### config.mk
export PLATFORM = sky130hd
export DESIGN_NAME = pipeTop
export DESIGN_NICKNAME = d
export VERILOG_FILES = /design/src/pipePkg.sv /design/src/addStage.sv /design/src/apbHostPort.sv /design/src/decodeRegFile.sv /design/src/instrFetch.sv /design/src/pipeTop.sv /design/src/subtractStage.sv
export SDC_FILE = /design/constraint.sdc
export NUM_CORES = 1
export LEC_CHECK = 0
export BUFFER_PORTS_ARGS = -buffer_cell sky130_fd_sc_hd__buf_4
export CAP_MARGIN = 20
export CORE_UTILIZATION = 45
export CTS_CLUSTER_SIZE = 14
export DETAILED_ROUTE_END_ITERATION = 8
export HOLD_SLACK_MARGIN = 0.15
export PLACE_DENSITY = 0.58
export SYNTH_ARGS = -nofsm -noshare
export SYNTH_HDL_FRONTEND = slang
export SYNTH_SLANG_ARGS = --single-unit
### constraint.sdc
create_clock -name CLK -period 2.9 [get_ports CLK]
set_input_delay 0.145 -clock CLK [delete_from_list [all_inputs] [get_ports CLK]]
set_output_delay 0.145 -clock CLK [all_outputs]
set_load 0.005 [all_outputs]
### src/pipePkg.sv
/*
 * Shared definitions for the five-stage pipeline and its APB host port.
 * Holds the widths, opcode bit positions, adder constants, APB address map and types
 */
package pipePkg;

	// Data path and storage sizes
	localparam int DATA_W     = 16;
	localparam int REG_IDX_W  = 4;
	localparam int INSTR_W    = 32;
	localparam int IMEM_DEPTH = 64;
	// Wide enough to hold IMEM_DEPTH itself, which marks the end of a run
	localparam int PC_W       = 8;

	// Constants of the subtract and add stages
	localparam int SUB_AMOUNT = 3;
	localparam int ADD_AMOUNT = 4;

	// One-hot opcode bits in the instruction word
	localparam int OP_MOV  = 31;
	localparam int OP_SUB3 = 30;
	localparam int OP_ADD4 = 29;
	localparam int OP_ADD1 = 28;
	// Destination and source register fields
	localparam int RA_LSB  = 4;
	localparam int XA_LSB  = 0;

	localparam int APB_ADDR_W = 12;

	typedef logic [DATA_W-1:0]     dataT;
	typedef logic [REG_IDX_W-1:0]  regIdxT;
	typedef logic [INSTR_W-1:0]    instrT;
	typedef logic [PC_W-1:0]       pcT;
	// Indexed by the opcode bit positions, so op[OP_ADD4] reads the ADD4 bit
	// An all-zero opcode is a NOP or a bubble
	typedef logic [OP_MOV:OP_ADD1] opT;
	typedef logic [APB_ADDR_W-1:0] apbAddrT;

	// APB byte address map, all registers are word aligned
	localparam apbAddrT IMEM_BASE = 12'h000;
	localparam apbAddrT REG_BASE  = 12'h100;
	// Bit 0 is run, bit 1 is the read-only busy flag
	localparam apbAddrT CTRL_ADDR = 12'h200;
	localparam apbAddrT PC_ADDR   = 12'h204;

endpackage

### src/addStage.sv
/*
 * EX2 and write-back. Forwarding from write-back, the add-4 adder,
 * the EX2/WB register and the late skip mux that forms the write-back value
 */
`timescale 1ns/1ps

module addStage
	import pipePkg::*;
(
	input  logic   CLK,
	input  logic   RSTB,
	input  opT     ex2Op,
	input  regIdxT ex2Ra,
	input  dataT   ex2Xd,
	input  logic   ex2Xmex1,
	output dataT   ex2AdderIn,
	output logic   active,
	output logic   wbWrite,
	output regIdxT wbRa,
	output dataT   wbData
);

	logic forw2;
	logic skip2;
	dataT adderOut;
	dataT wbAdderIn;
	dataT wbAdderOut;
	logic wbSkip2;

	// ADD4 and MOV take their operand here, so they may still need the write-back value
	// SUB3 and ADD1 already got theirs in EX1
	assign forw2 = ex2Xmex1 & (ex2Op[OP_ADD4] | ex2Op[OP_MOV]) & wbWrite;

	assign ex2AdderIn = forw2 ? wbData : ex2Xd;
	assign adderOut   = ex2AdderIn + dataT'(ADD_AMOUNT);

	// Only ADD4 and ADD1 keep the adder result
	assign skip2 = ~(ex2Op[OP_ADD4] | ex2Op[OP_ADD1]);

	// Late skip mux, placed after the EX2/WB register
	assign wbData = wbSkip2 ? wbAdderIn : wbAdderOut;

	// EX2 or write-back holds a live instruction
	assign active = (|ex2Op) | wbWrite;

	always_ff @(posedge CLK or negedge RSTB)
	begin
		if (!RSTB)
			wbWrite <= 1'b0;
		else
			wbWrite <= |ex2Op;
	end

	// Both adder sides travel into write-back with their select
	always_ff @(posedge CLK)
	begin
		wbRa       <= ex2Ra;
		wbAdderIn  <= ex2AdderIn;
		wbAdderOut <= adderOut;
		wbSkip2    <= skip2;
	end

endmodule

### src/apbHostPort.sv
/*
 * APB3 slave of the pipeline. Decodes the address map, adds one wait state,
 * holds the run bit and turns accepted writes into memory and register strobes
 */
`timescale 1ns/1ps

module apbHostPort
	import pipePkg::*;
(
	input  logic                          CLK,
	input  logic                          RSTB,
	input  logic                          PSEL,
	input  logic                          PENABLE,
	input  logic                          PWRITE,
	input  apbAddrT                       PADDR,
	input  logic [31:0]                   PWDATA,
	input  logic                          runDone,
	input  logic                          busy,
	input  pcT                            pc,
	input  dataT                          rfRdata,
	output logic [31:0]                   PRDATA,
	output logic                          PREADY,
	output logic                          PSLVERR,
	output logic                          run,
	output logic                          imemWe,
	output logic [$clog2(IMEM_DEPTH)-1:0] imemAddr,
	output instrT                         imemWdata,
	output logic                          rfWe,
	output regIdxT                        rfAddr,
	output dataT                          rfWdata
);

	logic        inImem;
	logic        inReg;
	logic        isCtrl;
	logic        isPc;
	logic        accessErr;
	logic        firstAccess;
	logic        wrOk;
	logic [31:0] rdMux;

	// Region decode by the offset from each base
	// The two low address bits are ignored
	assign inImem = apbAddrT'(PADDR - IMEM_BASE) < apbAddrT'(IMEM_DEPTH * 4);
	assign inReg  = apbAddrT'(PADDR - REG_BASE) < apbAddrT'((2 ** REG_IDX_W) * 4);
	assign isCtrl = (PADDR[APB_ADDR_W-1:2] == CTRL_ADDR[APB_ADDR_W-1:2]);
	assign isPc   = (PADDR[APB_ADDR_W-1:2] == PC_ADDR[APB_ADDR_W-1:2]);

	// Storage is reachable only while the pipeline is idle
	// The pc register is read-only
	assign accessErr = ~(inImem | inReg | isCtrl | isPc)
		| ((inImem | inReg) & (run | busy))
		| (isPc & PWRITE);

	// The first cycle of the access phase is always the wait state
	assign firstAccess = PSEL & PENABLE & ~PREADY;

	// A write takes effect in the completing cycle, unless it was rejected
	assign wrOk = PSEL & PENABLE & PREADY & PWRITE & ~PSLVERR;

	// Word addresses and write data go straight through to the storage blocks
	assign imemWe    = wrOk & inImem;
	assign imemAddr  = PADDR[2 +: $clog2(IMEM_DEPTH)];
	assign imemWdata = PWDATA;
	assign rfWe      = wrOk & inReg;
	assign rfAddr    = PADDR[2 +: REG_IDX_W];
	assign rfWdata   = PWDATA[DATA_W-1:0];

	// Read data source
	// The instruction memory is write-only and reads as zero
	always_comb
	begin
		if (inReg)
			rdMux = 32'(rfRdata);
		else if (isCtrl)
			rdMux = {30'b0, busy, run};
		else if (isPc)
			rdMux = 32'(pc);
		else
			rdMux = '0;
	end

	// PREADY rises in the second access cycle and drops right after it
	always_ff @(posedge CLK or negedge RSTB)
	begin
		if (!RSTB)
		begin
			PREADY  <= 1'b0;
			PSLVERR <= 1'b0;
		end
		else
		begin
			PREADY  <= firstAccess;
			PSLVERR <= firstAccess & accessErr;
		end
	end

	// Read data is captured together with PREADY
	always_ff @(posedge CLK)
	begin
		if (firstAccess)
			PRDATA <= rdMux;
	end

	// Host sets or clears run, and the end of the program clears it
	always_ff @(posedge CLK or negedge RSTB)
	begin
		if (!RSTB)
			run <= 1'b0;
		else if (wrOk & isCtrl)
			run <= PWDATA[0];
		else if (runDone)
			run <= 1'b0;
	end

endmodule

### src/decodeRegFile.sv
/*
 * Decode stage. Register file with write-back bypass, source comparators,
 * load-use stall detection and the ID/EX1 register
 */
`timescale 1ns/1ps

module decodeRegFile
	import pipePkg::*;
(
	input  logic   CLK,
	input  logic   RSTB,
	input  instrT  idInstr,
	input  regIdxT ex2Ra,
	input  logic   wbWrite,
	input  regIdxT wbRa,
	input  dataT   wbData,
	input  logic   rfWe,
	input  regIdxT rfAddr,
	input  dataT   rfWdata,
	output logic   stall,
	output dataT   rfRdata,
	output logic   active,
	output opT     ex1Op,
	output regIdxT ex1Ra,
	output dataT   ex1Xd,
	output logic   ex1Xmex1,
	output logic   ex1Xmex2
);

	dataT   regs [2 ** REG_IDX_W];
	opT     idOp;
	regIdxT idRa;
	regIdxT idXa;
	dataT   idXd;
	logic   idXmex1;
	logic   idXmex2;

	// Field extraction from the one-hot instruction format
	assign idOp = idInstr[OP_MOV:OP_ADD1];
	assign idRa = idInstr[RA_LSB +: REG_IDX_W];
	assign idXa = idInstr[XA_LSB +: REG_IDX_W];

	// Source read, bypassing the value being written back in this same cycle
	assign idXd = (wbWrite && (wbRa == idXa)) ? wbData : regs[idXa];

	// Host read port, only meaningful while the pipeline is idle
	assign rfRdata = regs[rfAddr];

	// Comparators against the destinations now in EX1 and EX2
	// They travel with the instruction and select forwarding one and two stages later
	assign idXmex1 = (idXa == ex1Ra);
	assign idXmex2 = (idXa == ex2Ra);

	// A SUB3 or ADD1 needs its operand at the start of EX1
	// An ADD4 or ADD1 just ahead has its result only at the end of EX2, so wait one cycle
	assign stall = idXmex1
		& (idOp[OP_SUB3] | idOp[OP_ADD1])
		& (ex1Op[OP_ADD4] | ex1Op[OP_ADD1]);

	// Decode or EX1 holds a live instruction
	assign active = (|idOp) | (|ex1Op);

	// Write-back has the port during a run, the host only while idle
	always_ff @(posedge CLK)
	begin
		if (wbWrite)
			regs[wbRa] <= wbData;
		else if (rfWe)
			regs[rfAddr] <= rfWdata;
	end

	// On a stall a bubble goes into EX1 while the instruction waits in decode
	always_ff @(posedge CLK or negedge RSTB)
	begin
		if (!RSTB)
			ex1Op <= '0;
		else
			ex1Op <= stall ? opT'(0) : idOp;
	end

	// Payload of ID/EX1, qualified downstream by the opcode
	always_ff @(posedge CLK)
	begin
		ex1Ra    <= idRa;
		ex1Xd    <= idXd;
		ex1Xmex1 <= idXmex1;
		ex1Xmex2 <= idXmex2;
	end

endmodule

### src/instrFetch.sv
/*
 * Fetch stage. Instruction memory, program counter that stops after the last
 * word, and the IF/ID register that holds during a decode stall
 */
`timescale 1ns/1ps

module instrFetch
	import pipePkg::*;
(
	input  logic                          CLK,
	input  logic                          RSTB,
	input  logic                          run,
	input  logic                          stall,
	input  logic                          imemWe,
	input  logic [$clog2(IMEM_DEPTH)-1:0] imemAddr,
	input  instrT                         imemWdata,
	output instrT                         idInstr,
	output pcT                            pc,
	output logic                          runDone
);

	instrT                         imem [IMEM_DEPTH];
	logic                          runQ;
	logic                          start;
	logic                          fetch;
	logic [$clog2(IMEM_DEPTH)-1:0] rdIdx;

	// A new run begins on the rising edge of run and spends one cycle clearing pc
	assign start = run & ~runQ;
	// Fetching stops once pc has passed the last word
	assign fetch = run & ~start & (pc < pcT'(IMEM_DEPTH));
	assign rdIdx = pc[$clog2(IMEM_DEPTH)-1:0];

	// Host loads the program through the APB port while idle
	always_ff @(posedge CLK)
	begin
		if (imemWe)
			imem[imemAddr] <= imemWdata;
	end

	always_ff @(posedge CLK or negedge RSTB)
	begin
		if (!RSTB)
		begin
			runQ    <= 1'b0;
			runDone <= 1'b0;
			pc      <= '0;
			idInstr <= '0;
		end
		else
		begin
			runQ    <= run;
			// Pulses once, in the cycle after word 63 enters IF/ID
			runDone <= fetch & ~stall & (pc == pcT'(IMEM_DEPTH - 1));
			if (start)
				pc <= '0;
			else if (fetch & ~stall)
				pc <= pc + pcT'(1);
			// Stalled instruction stays in decode, an idle fetch feeds NOPs
			if (!stall)
				idInstr <= fetch ? imem[rdIdx] : '0;
		end
	end

endmodule

### src/pipeTop.sv
/*
 * Top level of the pipeline. Connects the APB host port to fetch,
 * decode, the two execute stages and write-back
 */
`timescale 1ns/1ps

module pipeTop
	import pipePkg::*;
(
	input  logic        CLK,
	input  logic        RSTB,
	input  logic        PSEL,
	input  logic        PENABLE,
	input  logic        PWRITE,
	input  apbAddrT     PADDR,
	input  logic [31:0] PWDATA,
	output logic [31:0] PRDATA,
	output logic        PREADY,
	output logic        PSLVERR
);

	// Host access paths
	logic                          run;
	logic                          runDone;
	logic                          busy;
	pcT                            pc;
	logic                          imemWe;
	logic [$clog2(IMEM_DEPTH)-1:0] imemAddr;
	instrT                         imemWdata;
	logic                          rfWe;
	regIdxT                        rfAddr;
	dataT                          rfWdata;
	dataT                          rfRdata;

	// Pipeline nets, named by the stage that consumes them
	logic   stall;
	logic   decActive;
	logic   addActive;
	instrT  idInstr;
	opT     ex1Op;
	regIdxT ex1Ra;
	dataT   ex1Xd;
	logic   ex1Xmex1;
	logic   ex1Xmex2;
	opT     ex2Op;
	regIdxT ex2Ra;
	dataT   ex2Xd;
	logic   ex2Xmex1;
	dataT   ex2AdderIn;
	logic   wbWrite;
	regIdxT wbRa;
	dataT   wbData;

	// Busy while any stage from decode to write-back holds an instruction
	assign busy = decActive | addActive;

	apbHostPort u_apbHostPort (
		.CLK, .RSTB, .PSEL, .PENABLE, .PWRITE, .PADDR, .PWDATA,
		.runDone, .busy, .pc, .rfRdata,
		.PRDATA, .PREADY, .PSLVERR, .run,
		.imemWe, .imemAddr, .imemWdata, .rfWe, .rfAddr, .rfWdata
	);

	instrFetch u_instrFetch (
		.CLK, .RSTB, .run, .stall, .imemWe, .imemAddr, .imemWdata,
		.idInstr, .pc, .runDone
	);

	decodeRegFile u_decodeRegFile (
		.CLK, .RSTB, .idInstr, .ex2Ra, .wbWrite, .wbRa, .wbData,
		.rfWe, .rfAddr, .rfWdata,
		.stall, .rfRdata, .active(decActive),
		.ex1Op, .ex1Ra, .ex1Xd, .ex1Xmex1, .ex1Xmex2
	);

	subtractStage u_subtractStage (
		.CLK, .RSTB, .ex1Op, .ex1Ra, .ex1Xd, .ex1Xmex1, .ex1Xmex2,
		.wbWrite, .wbData, .ex2AdderIn,
		.ex2Op, .ex2Ra, .ex2Xd, .ex2Xmex1
	);

	addStage u_addStage (
		.CLK, .RSTB, .ex2Op, .ex2Ra, .ex2Xd, .ex2Xmex1,
		.ex2AdderIn, .active(addActive), .wbWrite, .wbRa, .wbData
	);

endmodule

### src/subtractStage.sv
/*
 * EX1 stage. Operand forwarding with EX2 priority over write-back,
 * the subtract-3 adder, its skip mux and the EX1/EX2 register
 */
`timescale 1ns/1ps

module subtractStage
	import pipePkg::*;
(
	input  logic   CLK,
	input  logic   RSTB,
	input  opT     ex1Op,
	input  regIdxT ex1Ra,
	input  dataT   ex1Xd,
	input  logic   ex1Xmex1,
	input  logic   ex1Xmex2,
	input  logic   wbWrite,
	input  dataT   wbData,
	input  dataT   ex2AdderIn,
	output opT     ex2Op,
	output regIdxT ex2Ra,
	output dataT   ex2Xd,
	output logic   ex2Xmex1
);

	logic prio;
	logic forw1;
	logic skip1;
	dataT prioXd;
	dataT adderIn;
	dataT adderOut;

	// A SUB3 or MOV in EX2 already holds its final value and is the newer producer
	assign prio  = ex1Xmex1 & (ex2Op[OP_SUB3] | ex2Op[OP_MOV]);
	assign forw1 = prio | (ex1Xmex2 & wbWrite);

	// The add stage input is taken, not its stored operand, so a MOV passes on forwarded data
	assign prioXd  = prio ? ex2AdderIn : wbData;
	assign adderIn = forw1 ? prioXd : ex1Xd;

	assign adderOut = adderIn - dataT'(SUB_AMOUNT);

	// Only SUB3 and ADD1 use the subtractor
	assign skip1 = ~(ex1Op[OP_SUB3] | ex1Op[OP_ADD1]);

	always_ff @(posedge CLK or negedge RSTB)
	begin
		if (!RSTB)
			ex2Op <= '0;
		else
			ex2Op <= ex1Op;
	end

	// EX1/EX2 payload with the skip mux folded into the load
	always_ff @(posedge CLK)
	begin
		ex2Ra    <= ex1Ra;
		ex2Xd    <= skip1 ? adderIn : adderOut;
		ex2Xmex1 <= ex1Xmex1;
	end

endmodule
==> impl_metrics.yaml <==
routing:
  wirelength_mm: 124
  antenna_left: 0
  via_count: 25700
  wl_per_cell_um: 28.7
  viasPerCell: 5.93
  first_pass_iters: 5
  first_iter_violations: 2802
  drcViolationCount: 0
floorplanning:
  coreArea_um2: 104000
  io_pins: 83
  rows: 118
  fp.dieH_um: 326
  die_w_um: 326
  initial_core_util: 0.455
  dieArea_um2: 106000
sta:
  fmax_mhz: 355
  relSlewSlack: 0.378
  setup_slack_ns: 0.0813
  tightest_slew_ns: 0.929
  post-route-period-util: 0.972
  rsz0062_at_grt: "no"
  tns_ns: 0
  setup_viol: 0
  hold_violations: 0
  slew_violations: 0
  fin_worst_skew_ns: 0.0442
  period_needed_ns: 2.82
yosys:
  syn_inst: 2545
  synth_ff_type: "edfxtp_1"
  synth.distinct_cells: 66
  synth-edff-count: 1040
  async_reset_ff_frac: 0.0291
  ys_warn_count: 0
  ys_seq_area_frac: 0.720
  netlist_area_um2: 47200
  synth.avg_cell_area_um2: 18.6
  ys_seq_elements: 1169
worst_setup_path:
  cp_cell_sequence: "nand2_1, buf_12, o221ai_1, o22ai_1, a21oi_1, o211ai_1, o21ai_0"
  path_buf_inv: 1
  crit_path_max_fanout: 22
  crit_required_ns: 3.51
  worstSetupStartpoint: "u_instrFetch.pc[1]"
  critPathArrivalTime_ns: 3.43
  cp-start-kind: "flip-flop"
  crit_path_end_kind: "flip-flop"
  crit_type: "reg2reg"
  cp_slowest_cell: "dfrtp_4"
  cpPeakStageDelay_ns: 0.71
  cp_top_family: "compound AO/OA/AOI/OAI gates"
  r2r-start: "u_instrFetch.pc[1]"
finish:
  stdcell_count: 4338
  antennaDiodeCount: 0
  drive_gt1_frac: 0.284
  n_fill_cell: 8124
  areaGrowthSynthToFinish_pct: 17.6
  fin_area_um2: 55500
  fin_util: 0.535
  nets: 2911
place:
  routabilityCongestion: 0.896
  portBuffers: 52
  detailed_place.area_um2: 51400
  dp.cells: 4096
  dpl.hpwl_mm: 79.1
  place_ws_ns: 0.0922
cts:
  clkTransAtPathRegs_ns: 0.06
  clock_path_buffers: 3
  cts_resized: 0
  htree_num_levels: 3
  root_buffer: "clkbuf_16"
  clock-sinks: 1169
  cts_tree: "done"
  clock_latency_ns: 0.71
  numCtsBuffers: 117
power:
  power_leakage_nw: 18.0
  power_density_nw_per_um2: 612
  p_sw_frac: 0.198
  p_switching_mw: 6.74
  irDropWorstVdd_uv: 468
  p_int_mw: 27.2
  pwr-share-seq: 0.538
  power_frac_comb: 0.020
  clock_power_share: 0.443
global_routing:
  grt.overflow.total: 0
  grt_usage: 0.235
  antenna_found_initial: 3
  grt_start_max_net_pins: 68
  grt_pass1_wl_mm: 181
  grt_pass1_vias: 26300
min_path:
  worstHoldStart: "PWDATA[15]"
  min_path_type: "in2reg"
run:
  maxCapViolCount: 0
status:
  status: "finished clean"
cell usage in the layout (no fill, tap or decap), types with 16 or more instances in the layout:
master         Yosys  routed
xnor2_1           20      20
nand2_1           99      99
o221ai_1          30      30
a221o_1           18      18
buf_4             22     273
clkbuf_16          0     119
o22ai_1           25      25
mux4_2           282     282
clkinv_1           0      21
dfrtp_1           34      28
a22oi_1           36      36
o21ai_0           43      43
mux2_2            36      36
dfxtp_1           95      95
buf_12             0      58
conb_1             1      16
nand3_1           27      27
o211ai_1          20      20
a21oi_1           64      60
nor2b_1           17      17
edfxtp_1        1040    1040
clkbuf_1          93      31
inv_1             22      22
mux2i_1          128     128
and2_1            22      22
nor3_1            23      23
nor2_1           147     146
xor2_1            25      25
dlygate4sd3_1      0      21
logic make-up (layout without fill, tap and decap cells):
group / after synthesis / after routing / share of synthesized area
compound gates: 301 / 301 / 0.0446
xor+xnor: 45 / 45 / 0.00835
fa+ha+maj: 2 / 2 / 0.000530
buf+inv: 194 / 592 / 0.0180
flops: 1169 / 1169 / 0.720
mux: 447 / 447 / 0.171
other cells: 1 / 16 / 0.0000794
simple gates: 386 / 386 / 0.0382
power by group through the flow:
stage	clock network, mW	logic [mW]	registers (mW)
finish	15.0	0.665	18.3
CTS	15.3	0.668	18.3
global route	15.9	0.709	18.3
detailed placement	0	0.642	18.6
global placement	0	0.624	18.6
floorplan	0	0.238	18.6
registers in the layout, summed over array words and instances (netlist names), 8 cells and up, named ones only:
signal / cells
u_addStage.wbAdderIn: 14
u_addStage.wbAdderOut: 16
u_apbHostPort.PRDATA: 16
u_decodeRegFile.regs: 256
u_instrFetch.idInstr: 12
u_instrFetch.imem: 768
u_instrFetch.pc: 8
u_subtractStage.ex2Xd: 16
timing repair:
item,in CTS,in global routing
endpoints found under the setup margin,0,2
buffers inserted,0,1
hold buffers,21,1
endpoints found under the hold margin,604,16
metal layers:
layer	share of wire	vias up	global-route usage	wire length (um)
met4	0.021	0	0.0628	2660
met3	0.063	152	0.0313	7880
met5	0	-	0	0
li1	-	11000	-	-
met2	0.48	959	0.371	59200
met1	0.44	13600	0.345	54600
synth_stat cells, types with 25 or more instances:
| cell | n | area [um^2] |
|---|---|---|
| a21oi_1 | 64 | 320 |
| a22oi_1 | 36 | 270 |
| buf_1 | 29 | 109 |
| buf_2 | 27 | 135 |
| clkbuf_1 | 93 | 349 |
| dfrtp_1 | 34 | 851 |
| dfxtp_1 | 95 | 1900 |
| edfxtp_1 | 1040 | 31200 |
| mux2_2 | 36 | 405 |
| mux2i_1 | 128 | 1280 |
| mux4_2 | 282 | 6350 |
| nand2_1 | 99 | 372 |
| nand3_1 | 27 | 135 |
| nor2_1 | 147 | 552 |
| o21ai_0 | 43 | 215 |
| o221ai_1 | 30 | 263 |
| o22ai_1 | 25 | 156 |
| xor2_1 | 25 | 219 |
worst register-to-register path, cell delays in order, from the launching register on:
cell,delay (ns)
dfrtp_4,0.71
nand2_1,0.31
buf_12,0.25
o221ai_1,0.40
o22ai_1,0.16
a21oi_1,0.36
o211ai_1,0.31
o21ai_0,0.23
final timing paths:
check | slack, ns | cells after the start | to
setup reg to reg | 0.08 | 7 | u_instrFetch.idInstr[1]
setup / recovery | 0.08 | 7 | u_instrFetch.idInstr[1]
min in group asynchronous | 0.45 | 4 | u_apbHostPort.PREADY
max in group asynchronous | 2.19 | 4 | u_instrFetch.idInstr[0]
hold / removal | 0.19 | 4 | u_decodeRegFile.regs[5][15]
hold reg to reg | 0.37 | 0 | u_subtractStage.ex2Ra[1]
through the flow:
step           total power [mW]  hold WS [ns]
2_1_floorplan              18.9        -0.151
3_3_place_gp               19.2         0.115
3_5_place_dp               19.3         0.126
4_1_cts                    34.2         0.156
5_1_grt                    34.9         0.200
6_report                   34.0         0.189
area by class of cell:
cell class	count	area, um^2	share of cell area
clock buffer	161	3250	0.0584
clock inverter	56	586	0.0105
inverter	22	82.6	0.00149
sequential	1169	34000	0.612
tap	1380	1730	0.0311
multi-input combinational	1197	12500	0.224
timing repair buffer	353	3430	0.0618
Power figures use the tool's default switching activity.
